## config.mk

```make
export PLATFORM = sky130hd
export DESIGN_NAME = ex
export DESIGN_NICKNAME = d
export VERILOG_FILES = /design/src/logic/rv_isa_pkg.sv /design/src/logic/ex_if_pkg.sv /design/src/logic/mult.sv /design/src/logic/div.sv /design/src/logic/ex.sv
export VERILOG_INCLUDE_DIRS = /design/src /design/src/logic
export SDC_FILE = /design/constraint.sdc
export NUM_CORES = 2
export LEC_CHECK = 0
export ABC_AREA = 0
export BUFFER_PORTS_ARGS = -buffer_cell sky130_fd_sc_hd__buf_2
export CAP_MARGIN = 20
export CORE_UTILIZATION = 51
export DETAILED_ROUTE_END_ITERATION = 10
export MAX_ROUTING_LAYER = met4
export PLACE_DENSITY = 0.69
export SETUP_SLACK_MARGIN = 0.1
export SYNTH_ARGS = -nofsm -noshare
export SYNTH_HDL_FRONTEND = slang
export SYNTH_HIERARCHICAL = 1
export SYNTH_SLANG_ARGS = --single-unit
```

## constraint.sdc

```tcl
create_clock -name clk_i -period 9.15 [get_ports clk_i]
set_input_delay 0.915 -clock clk_i [delete_from_list [all_inputs] [get_ports clk_i]]
set_output_delay 0.915 -clock clk_i [all_outputs]
set_load 0.01 [all_outputs]
```

## src/logic/ex_params.svh

```systemverilog
`ifndef EX_PARAMS_SVH
`define EX_PARAMS_SVH

// register word, also used for pc and jump targets
`define XLEN      32

`define REG_AW    5

// one quotient bit per divider iteration
`define DIV_STEPS 32

`endif

```

## src/logic/rv_isa_pkg.sv

```systemverilog
`include "ex_params.svh"

package rv_isa_pkg;

    typedef logic [`XLEN-1:0] xword_t;

    // major opcodes handled by the execute stage
    typedef enum logic [6:0] {
        OP_IMM    = 7'b0010011,
        OP_REG    = 7'b0110011,
        OP_BRANCH = 7'b1100011,
        OP_JAL    = 7'b1101111,
        OP_JALR   = 7'b1100111,
        OP_LUI    = 7'b0110111,
        OP_AUIPC  = 7'b0010111
    } opcode_e;

    typedef enum logic [2:0] {
        ADD_SUB = 3'b000,
        SLL     = 3'b001,
        SLT     = 3'b010,
        SLTU    = 3'b011,
        XOR     = 3'b100,
        SR      = 3'b101,  // srl or sra, picked by inst[30]
        OR      = 3'b110,
        AND     = 3'b111
    } alu_f3_e;

    typedef enum logic [2:0] {
        BEQ  = 3'b000,
        BNE  = 3'b001,
        BLT  = 3'b100,
        BGE  = 3'b101,
        BLTU = 3'b110,
        BGEU = 3'b111
    } br_f3_e;

    // funct3[2] splits multiply from divide
    typedef enum logic [2:0] {
        MUL    = 3'b000,
        MULH   = 3'b001,
        MULHSU = 3'b010,
        MULHU  = 3'b011,
        DIV    = 3'b100,
        DIVU   = 3'b101,
        REM    = 3'b110,
        REMU   = 3'b111
    } md_op_e;

    localparam logic [6:0] FUNCT7_M = 7'b0000001;

endpackage

```

## src/logic/ex_if_pkg.sv

```systemverilog
`include "ex_params.svh"

package ex_if_pkg;

    import rv_isa_pkg::*;

    // one decoded instruction with its operands
    typedef struct packed {
        logic [31:0]         inst;
        xword_t              pc;
        logic                compressed;  // 16-bit encoding, links to pc+2
        xword_t              op1;
        xword_t              op2;
        xword_t              rs1_data;    // compare inputs for branches
        xword_t              rs2_data;
        logic [`REG_AW-1:0]  rd;
        logic                reg_we;
    } ex_req_t;

    typedef struct packed {
        logic                reg_we;
        logic [`REG_AW-1:0]  rd;
        xword_t              wdata;
        logic                jump;
        xword_t              jump_addr;
    } ex_rsp_t;

    // operands for the multiplier and the divider
    typedef struct packed {
        md_op_e  op;
        xword_t  a;
        xword_t  b;
    } md_req_t;

endpackage

```

## src/logic/mult.sv

```systemverilog
`include "ex_params.svh"

module mult
    import rv_isa_pkg::*;
    import ex_if_pkg::*;
(
    input  logic             clk_i,
    input  logic             rst_n_i,

    input  logic             req_i,
    input  md_req_t          data_i,
    output logic             ack_o,
    output logic [`XLEN-1:0] result_o
);

    logic                      req_q;
    logic                      busy;
    logic                      a_signed;
    logic                      b_signed;
    md_op_e                    op_q;
    logic signed [`XLEN:0]     a_q;  // one extra bit carries the sign or a zero
    logic signed [`XLEN:0]     b_q;
    logic signed [2*`XLEN-1:0] prod;

    assign a_signed = data_i.op inside {MULH, MULHSU};
    assign b_signed = data_i.op == MULH;

    assign prod = a_q * b_q;

    always_ff @(posedge clk_i) begin
        if (!rst_n_i) begin
            req_q <= 1'b0;
            busy  <= 1'b0;
            ack_o <= 1'b0;
        end else begin
            req_q <= req_i;
            if (busy) begin
                busy  <= 1'b0;
                ack_o <= 1'b1;
            end else if (req_q && !ack_o) begin
                busy <= 1'b1;
            end else if (ack_o && !req_q) begin
                ack_o <= 1'b0;
            end
        end
    end

    always_ff @(posedge clk_i) begin
        if (req_q && !busy && !ack_o) begin
            op_q <= data_i.op;
            a_q  <= {a_signed & data_i.a[`XLEN-1], data_i.a};
            b_q  <= {b_signed & data_i.b[`XLEN-1], data_i.b};
        end
        if (busy) begin
            result_o <= (op_q == MUL) ? prod[`XLEN-1:0] : prod[2*`XLEN-1:`XLEN];  // high word
        end
    end

    // ack only after a request held over the load and product cycles
    a_ack_after_req: assert property (@(posedge clk_i) disable iff (!rst_n_i)
        $rose(ack_o) |-> ($past(req_i, 1) && $past(req_i, 2)));

endmodule

```

## src/logic/div.sv

```systemverilog
`include "ex_params.svh"

module div
    import rv_isa_pkg::*;
    import ex_if_pkg::*;
(
    input  logic             clk_i,
    input  logic             rst_n_i,

    input  logic             req_i,
    input  md_req_t          data_i,
    output logic             ack_o,
    output logic [`XLEN-1:0] result_o
);

    localparam int CNT_W = $clog2(`DIV_STEPS + 1);

    typedef enum logic [1:0] {
        IDLE,
        RUN,
        FIX,
        DONE
    } div_state_e;

    div_state_e       state;
    logic             req_q;
    logic [CNT_W-1:0] cnt;

    md_op_e           op_q;
    logic [`XLEN-1:0] quo;    // dividend shifts out as quotient shifts in
    logic [`XLEN-1:0] rem;
    logic [`XLEN-1:0] dvs;
    logic [`XLEN-1:0] dvd_q;  // raw dividend, remainder on zero divisor
    logic             neg_q;
    logic             neg_r;
    logic             dvs_zero;

    logic             is_signed;
    logic             a_neg;
    logic             b_neg;
    logic [`XLEN:0]   rem_sh;
    logic [`XLEN:0]   rem_sub;
    logic             fits;
    logic [`XLEN-1:0] q_fix;
    logic [`XLEN-1:0] r_fix;

    assign is_signed = data_i.op inside {DIV, REM};
    assign a_neg     = is_signed & data_i.a[`XLEN-1];
    assign b_neg     = is_signed & data_i.b[`XLEN-1];

    // trial subtract of one restoring step
    assign rem_sh  = {rem, quo[`XLEN-1]};
    assign rem_sub = rem_sh - {1'b0, dvs};
    assign fits    = !rem_sub[`XLEN];

    // most negative / -1 comes out right from the magnitudes alone
    assign q_fix = dvs_zero ? {`XLEN{1'b1}} : (neg_q ? -quo : quo);
    assign r_fix = dvs_zero ? dvd_q : (neg_r ? -rem : rem);

    always_ff @(posedge clk_i) begin
        if (!rst_n_i) begin
            state <= IDLE;
            req_q <= 1'b0;
            cnt   <= '0;
            ack_o <= 1'b0;
        end else begin
            req_q <= req_i;
            case (state)
                IDLE: begin
                    if (req_q) begin
                        cnt   <= '0;
                        state <= RUN;
                    end
                end
                RUN: begin
                    cnt <= cnt + 1'b1;
                    if (cnt == CNT_W'(`DIV_STEPS - 1)) state <= FIX;
                end
                FIX: begin
                    ack_o <= 1'b1;
                    state <= DONE;
                end
                DONE: begin
                    if (!req_q) begin
                        ack_o <= 1'b0;
                        state <= IDLE;
                    end
                end
                default: state <= IDLE;
            endcase
        end
    end

    always_ff @(posedge clk_i) begin
        if (state == IDLE && req_q) begin
            op_q     <= data_i.op;
            quo      <= a_neg ? -data_i.a : data_i.a;
            dvs      <= b_neg ? -data_i.b : data_i.b;
            rem      <= '0;
            dvd_q    <= data_i.a;
            neg_q    <= a_neg ^ b_neg;
            neg_r    <= a_neg;  // remainder takes the dividend sign
            dvs_zero <= data_i.b == '0;
        end
        if (state == RUN) begin
            quo <= {quo[`XLEN-2:0], fits};
            rem <= fits ? rem_sub[`XLEN-1:0] : rem_sh[`XLEN-1:0];
        end
        if (state == FIX) begin
            result_o <= (op_q inside {DIV, DIVU}) ? q_fix : r_fix;
        end
    end

    a_cnt_range: assert property (@(posedge clk_i) disable iff (!rst_n_i)
        cnt <= CNT_W'(`DIV_STEPS));

endmodule

```

## src/logic/ex.sv

```systemverilog
`include "ex_params.svh"

module ex
    import rv_isa_pkg::*;
    import ex_if_pkg::*;
(
    input  logic    clk_i,
    input  logic    rst_n_i,

    input  logic    req_i,
    input  ex_req_t req_data_i,
    output logic    ack_o,
    output ex_rsp_t rsp_o
);

    typedef enum logic [1:0] {
        IDLE,
        WAIT_MD,
        ACK
    } ex_state_e;

    ex_state_e state;
    logic      req_q;

    opcode_e   opcode;
    logic [2:0] funct3;
    logic [6:0] funct7;
    alu_f3_e   alu_f3;
    br_f3_e    br_f3;
    md_op_e    md_op;
    logic      is_md;
    logic      is_div;

    xword_t    op1;
    xword_t    op2;
    logic [4:0] shamt;
    logic      sub;
    xword_t    sum;
    xword_t    srl_res;
    xword_t    sr_mask;
    xword_t    sra_res;
    xword_t    cmp_a;
    xword_t    cmp_b;
    logic      lt_s;
    logic      lt_u;
    logic      eq;
    logic      taken;
    xword_t    link;
    ex_rsp_t   rsp_d;

    md_req_t   md_data;
    logic      mult_req;
    logic      mult_ack;
    logic      div_req;
    logic      div_ack;
    logic [`XLEN-1:0] mult_result;
    logic [`XLEN-1:0] div_result;

    assign opcode = opcode_e'(req_data_i.inst[6:0]);
    assign funct3 = req_data_i.inst[14:12];
    assign funct7 = req_data_i.inst[31:25];
    assign alu_f3 = alu_f3_e'(funct3);
    assign br_f3  = br_f3_e'(funct3);
    assign md_op  = md_op_e'(funct3);
    assign is_md  = (opcode == OP_REG) && (funct7 == FUNCT7_M);
    assign is_div = is_md && (md_op inside {DIV, DIVU, REM, REMU});

    assign op1   = req_data_i.op1;
    assign op2   = req_data_i.op2;
    assign shamt = op2[4:0];  // also inst[24:20] for the immediate shifts

    // one adder for add, sub, branch and jump targets, lui and auipc
    assign sub = (opcode == OP_REG) && req_data_i.inst[30];
    assign sum = op1 + (sub ? ~op2 : op2) + {{(`XLEN-1){1'b0}}, sub};

    // sra as logical shift plus sign fill above the mask
    assign srl_res = op1 >> shamt;
    assign sr_mask = {`XLEN{1'b1}} >> shamt;
    assign sra_res = srl_res | ({`XLEN{op1[`XLEN-1]}} & ~sr_mask);

    assign cmp_a = (opcode == OP_BRANCH) ? req_data_i.rs1_data : op1;
    assign cmp_b = (opcode == OP_BRANCH) ? req_data_i.rs2_data : op2;
    assign lt_s  = $signed(cmp_a) < $signed(cmp_b);
    assign lt_u  = cmp_a < cmp_b;
    assign eq    = cmp_a == cmp_b;

    assign link = req_data_i.pc + (req_data_i.compressed ? `XLEN'd2 : `XLEN'd4);

    always_comb begin
        rsp_d        = '0;
        rsp_d.reg_we = req_data_i.reg_we;
        rsp_d.rd     = req_data_i.rd;
        taken        = 1'b0;
        case (opcode)
            OP_IMM, OP_REG: begin
                if (is_md) begin
                    rsp_d.wdata = is_div ? div_result : mult_result;
                end else begin
                    case (alu_f3)
                        ADD_SUB: rsp_d.wdata = sum;
                        SLL:     rsp_d.wdata = op1 << shamt;
                        SLT:     rsp_d.wdata = {{(`XLEN-1){1'b0}}, lt_s};
                        SLTU:    rsp_d.wdata = {{(`XLEN-1){1'b0}}, lt_u};
                        XOR:     rsp_d.wdata = op1 ^ op2;
                        SR:      rsp_d.wdata = req_data_i.inst[30] ? sra_res : srl_res;
                        OR:      rsp_d.wdata = op1 | op2;
                        AND:     rsp_d.wdata = op1 & op2;
                    endcase
                end
            end
            OP_BRANCH: begin
                rsp_d.reg_we = 1'b0;
                case (br_f3)
                    BEQ:     taken = eq;
                    BNE:     taken = !eq;
                    BLT:     taken = lt_s;
                    BGE:     taken = !lt_s;
                    BLTU:    taken = lt_u;
                    BGEU:    taken = !lt_u;
                    default: taken = 1'b0;
                endcase
                rsp_d.jump      = taken;
                rsp_d.jump_addr = taken ? sum : '0;
            end
            OP_JAL, OP_JALR: begin
                rsp_d.wdata     = link;
                rsp_d.jump      = 1'b1;
                rsp_d.jump_addr = sum;
            end
            OP_LUI, OP_AUIPC: rsp_d.wdata = sum;
            default: rsp_d.reg_we = 1'b0;  // not handled here
        endcase
    end

    assign md_data = '{op: md_op, a: op1, b: op2};

    always_ff @(posedge clk_i) begin
        if (!rst_n_i) begin
            state    <= IDLE;
            req_q    <= 1'b0;
            ack_o    <= 1'b0;
            mult_req <= 1'b0;
            div_req  <= 1'b0;
            rsp_o    <= '0;
        end else begin
            req_q <= req_i;
            case (state)
                IDLE: begin
                    if (req_q) begin
                        if (is_md) begin
                            mult_req <= !is_div;
                            div_req  <= is_div;
                            state    <= WAIT_MD;
                        end else begin
                            rsp_o <= rsp_d;
                            ack_o <= 1'b1;
                            state <= ACK;
                        end
                    end
                end
                WAIT_MD: begin
                    if ((mult_req && mult_ack) || (div_req && div_ack)) begin
                        rsp_o    <= rsp_d;
                        ack_o    <= 1'b1;
                        mult_req <= 1'b0;
                        div_req  <= 1'b0;
                        state    <= ACK;
                    end
                end
                ACK: begin
                    if (!req_q) begin
                        ack_o <= 1'b0;
                        state <= IDLE;
                    end
                end
                default: state <= IDLE;
            endcase
        end
    end

    mult u_mult (
        .clk_i   (clk_i),
        .rst_n_i (rst_n_i),
        .req_i   (mult_req),
        .data_i  (md_data),
        .ack_o   (mult_ack),
        .result_o(mult_result)
    );

    div u_div (
        .clk_i   (clk_i),
        .rst_n_i (rst_n_i),
        .req_i   (div_req),
        .data_i  (md_data),
        .ack_o   (div_ack),
        .result_o(div_result)
    );

    // requester keeps req up until it has seen ack
    a_req_held: assert property (@(posedge clk_i) disable iff (!rst_n_i)
        (req_i && !ack_o) |=> (req_i || ack_o));

    a_rsp_stable: assert property (@(posedge clk_i) disable iff (!rst_n_i)
        ack_o |=> (!ack_o || $stable(rsp_o)));

endmodule

```

==> metrics.csv <==
metric,value,unit
status,"finished, final reports clean",
number of max-slew violations in the final report,0,
kind of cell adding the most delay to the critical path,adder cells,
number of flip-flops and latches in the synthesized netlist,356,
Max-slew headroom,13.6,%
Pint,3.23,mW
CTS max path bufs,3,
vias in the first global route,55700,
GPL Wtd Cong,1.01,
pin count of the biggest net entering global routing,87,
clock tree from TritonCTS,yes,
cell accounting for the most synthesized area,sky130_fd_sc_hd__fa_1,
Worst Path Arrival,9070,ps
combinational cell fraction of total power,29.5,%
Area growth syn-to-layout,6.53,%
number of buffers inserted during clock tree synthesis,40,
die boundary height,364,um
Max stage delay on crit path,1040,ps
commonest register cell after synthesis,sky130_fd_sc_hd__edfxtp_1,
beginning of the worst hold path,rsp_o[40],
crit path launch,u_mult/a_q[22],
share of the clock period used by the worst path after layout,95.8,%
gate count after technology mapping,7396,
worst min path class,reg -> reg,
Fin. Hold Viols,0,
startpoint of the worst register-to-register path,u_mult/a_q[22],
number of placed instances with taps included,9148,
Global Route Usage Sum,35.6,%
cell with the most instances after synthesis,sky130_fd_sc_hd__inv_1,
via total after detailed routing,54800,
Static Leak,32.7,nW
required time reported for the critical path endpoint,9450,ps
Post-CTS Hold Fix Bufs,0,
critical path start-end classification,reg -> reg,
switching power as a share of total power,35.3,%
RSZ-0062 raised after global routing,no,
peak ir drop on the vdd network,0.110,mV
cell area after technology mapping,67000,sq um
total power draw,4.99,mW
Cell variety after synth,122,
Syn Nets,9108,
global-route wire length before repair,344,mm
utilization of the core after routing,54.9,%
share of synthesized area occupied by flip-flops and latches,14.6,%
"Avg Cell Area, Syn",9.06,sq um
type of element launching the critical path,flip-flop,
Initial DRT Pass Iterations,6,
placed wire-length estimate after detailed placement,179,mm
count of port buffers added during placement,258,
Clock transition at path regs,60,ps
cell at the root of the clock tree,sky130_fd_sc_hd__clkbuf_16,
H-Tree Level Count,2,
"non-filler cells, final",9228,
"Gates resized, CTS repair",0,
clock latency at the later pin of the worst-skew pair,580,ps
core region area,130000,sq um
"Cell Chain, Critical Path",buf_4 > and2_1 > fa_1 > fa_1 > inv_1 > fa_1 > inv_1 > fa_1 > fa_1 > fa_1 > fa_1 > fa_1 > ha_1 > a21oi_1 > a21oi_1 > a211oi_1 > o32a_1 > nand4b_1 > a311oi_1 > o21ai_1 > a31oi_1 > xor2_1 > o21ai_1,
num rows,132,
Via density,5.93,
largest cells by area after synthesis,"sky130_fd_sc_hd__fa_1 (34%), sky130_fd_sc_hd__edfxtp_1 (12%), sky130_fd_sc_hd__ha_1 (7.1%)",
width of the die,364,um
slowest cell on the critical path,sky130_fd_sc_hd__edfxtp_1,
clock sink count,356,
max capacitance violation total,0,
Final Cell Area,71400,sq um
final global-route overflow total,0,
max frequency,0.114,GHz
starting density of the core,51.5,%
clock period minus final worst setup slack,8770,ps
final setup fails,0,
top cell types by occurrence after synthesis,"sky130_fd_sc_hd__inv_1 (1227), sky130_fd_sc_hd__fa_1 (1128), sky130_fd_sc_hd__nand2_1 (949)",
final setup margin,384,ps
fraction of power consumed by sequential logic,38.7,%
minimum setup slack after placement,484,ps
Antenna Nets Post-Route,0,
net switching power,1.76,mW
iteration-0 DRC count of the detailed router,5752,
total die area,133000,sq um
DRC viols,0,
num ports,274,
final setup skew,36.7,ps
worst path buffer plus inverter count,3,
reg2reg setup slack,380,ps
layout cell share with drive strength beyond 1,8.43,%
DRT Wirelength,226,mm
Critical Path Fanout Max,14,
cell with the most instances on the worst path,sky130_fd_sc_hd__fa_1,
fraction of post-synthesis cell area in the top cell type by area,33.7,%
average wire per standard cell,24.5,um
setup TNS after final layout,0,ps
Worst-Margin Slew,1300,ps
clock network fraction of design power,31.8,%
Fin Hold WS,454,ps
warning count from the yosys run,6,
critical path capture point type,flip-flop,
total power per unit cell area,69.9,nW/um^2
number of nets in the layout,9163,
initial antenna violation count,8,
Post-synth EDFFs,266,
async set-reset flop share out of synthesis,0,%
Post-Place Cell Area,70000,sq um
per-layer routing:
layer  share of wire (%)  track usage, %
met2                  46            54.7
met4                 4.3            13.1
met3                 9.3            6.76
met1                  41            46.9
met5                   0               -
worst register-to-register path: stages, from the launching register on:
cell	delay, ps
sky130_fd_sc_hd__edfxtp_1	1040
sky130_fd_sc_hd__buf_4	390
sky130_fd_sc_hd__and2_1	180
sky130_fd_sc_hd__fa_1	440
sky130_fd_sc_hd__fa_1	540
sky130_fd_sc_hd__inv_1	50
sky130_fd_sc_hd__fa_1	530
sky130_fd_sc_hd__inv_1	60
sky130_fd_sc_hd__fa_1	480
sky130_fd_sc_hd__fa_1	600
sky130_fd_sc_hd__fa_1	450
sky130_fd_sc_hd__fa_1	540
sky130_fd_sc_hd__fa_1	470
sky130_fd_sc_hd__ha_1	400
sky130_fd_sc_hd__a21oi_1	230
sky130_fd_sc_hd__a21oi_1	100
sky130_fd_sc_hd__a211oi_1	370
sky130_fd_sc_hd__o32a_1	300
sky130_fd_sc_hd__nand4b_1	210
sky130_fd_sc_hd__a311oi_1	440
sky130_fd_sc_hd__o21ai_1	160
sky130_fd_sc_hd__a31oi_1	220
sky130_fd_sc_hd__xor2_1	240
sky130_fd_sc_hd__o21ai_1	90
cells in the final DEF (no fill, tap or decap), types with 16 or more instances in the layout:
cell type,synthesis,final
sky130_fd_sc_hd__fa_1,1128,1128
sky130_fd_sc_hd__o21bai_1,20,20
sky130_fd_sc_hd__edfxtp_1,266,266
sky130_fd_sc_hd__a31oi_1,50,50
sky130_fd_sc_hd__nand2_1,949,948
sky130_fd_sc_hd__nor2b_1,57,56
sky130_fd_sc_hd__buf_2,23,256
sky130_fd_sc_hd__inv_1,1227,1225
sky130_fd_sc_hd__xnor2_1,174,174
sky130_fd_sc_hd__o21ai_1,38,38
sky130_fd_sc_hd__ha_1,382,381
sky130_fd_sc_hd__o22ai_1,28,28
sky130_fd_sc_hd__nand3_1,70,70
sky130_fd_sc_hd__o31ai_1,34,34
sky130_fd_sc_hd__o21ai_0,365,365
sky130_fd_sc_hd__nand4_1,46,46
sky130_fd_sc_hd__or3_1,24,24
sky130_fd_sc_hd__a221oi_1,16,16
sky130_fd_sc_hd__mux2_2,16,16
sky130_fd_sc_hd__and3_1,21,21
sky130_fd_sc_hd__nor4_1,25,25
sky130_fd_sc_hd__buf_4,5,167
sky130_fd_sc_hd__dfxtp_1,90,90
sky130_fd_sc_hd__nor2_1,300,298
sky130_fd_sc_hd__nor3_1,52,51
sky130_fd_sc_hd__mux4_2,59,59
sky130_fd_sc_hd__clkbuf_16,0,42
sky130_fd_sc_hd__a21o_1,60,60
sky130_fd_sc_hd__and2_1,562,562
sky130_fd_sc_hd__a21oi_1,307,307
sky130_fd_sc_hd__o211ai_1,31,31
sky130_fd_sc_hd__nand2b_1,28,28
sky130_fd_sc_hd__mux2i_1,119,119
sky130_fd_sc_hd__xor2_1,132,132
sky130_fd_sc_hd__a211oi_1,26,26
power groups by stage:
stage	clock (mW)	combinational, mW	sequential [mW]
after floorplan	0	0.900	1.93
after global placement	0	1.40	1.96
after detailed placement	0	1.41	1.96
after CTS	1.59	1.42	1.93
after global routing	1.65	1.55	1.94
final	1.59	1.47	1.93
worst paths after layout:
| path | cells past startpoint | end |
|---|---|---|
| worst max-delay path | 23 | u_mult/result_o[19] |
| worst min-delay path | 2 | rsp_o[40] |
| worst max register to register | 23 | u_mult/result_o[19] |
| worst min register to register | 2 | rsp_o[40] |
registers in the layout (all words and copies together), names as in the netlist, 2 cells and up:
register and flops:
rsp_o 71, state 2, u_div/cnt 6, u_div/dvd_q 32, u_div/dvs 32, u_div/op_q 2
u_div/quo 32, u_div/rem 32, u_div/result_o 32, u_div/state 2, u_mult/a_q 33, u_mult/b_q 33
u_mult/op_q 3, u_mult/result_o 32
repair_timing:
item,CTS,global route
endpoints found under the hold margin,0,0
setup endpoints to repair,0,2
buffers inserted,0,1
final cells by class:
type / count / area, sq um
inverters: 1230 / 4620
diodes: 5 / 12.5
multi-input cells: 5393 / 50800
flip-flops and latches: 356 / 9790
fillers: 11900 / 58600
clock inverters: 17 / 140
well taps: 1742 / 2180
repair buffers: 430 / 2670
clock buffers: 55 / 1110
logic make-up after synthesis:
logic type	count (synthesis)	synth area share, %
buffers and inverters	1647	9.56
adders and majority gates	1510	40.8
DFF	356	14.6
AOI/OAI and AO/OA	1156	10.7
muxes	195	4.05
and+or+nand+nor	2226	16.2
xor gates and xnor gates	306	4.00
Note: power is estimated with default switching activity, not from simulation.
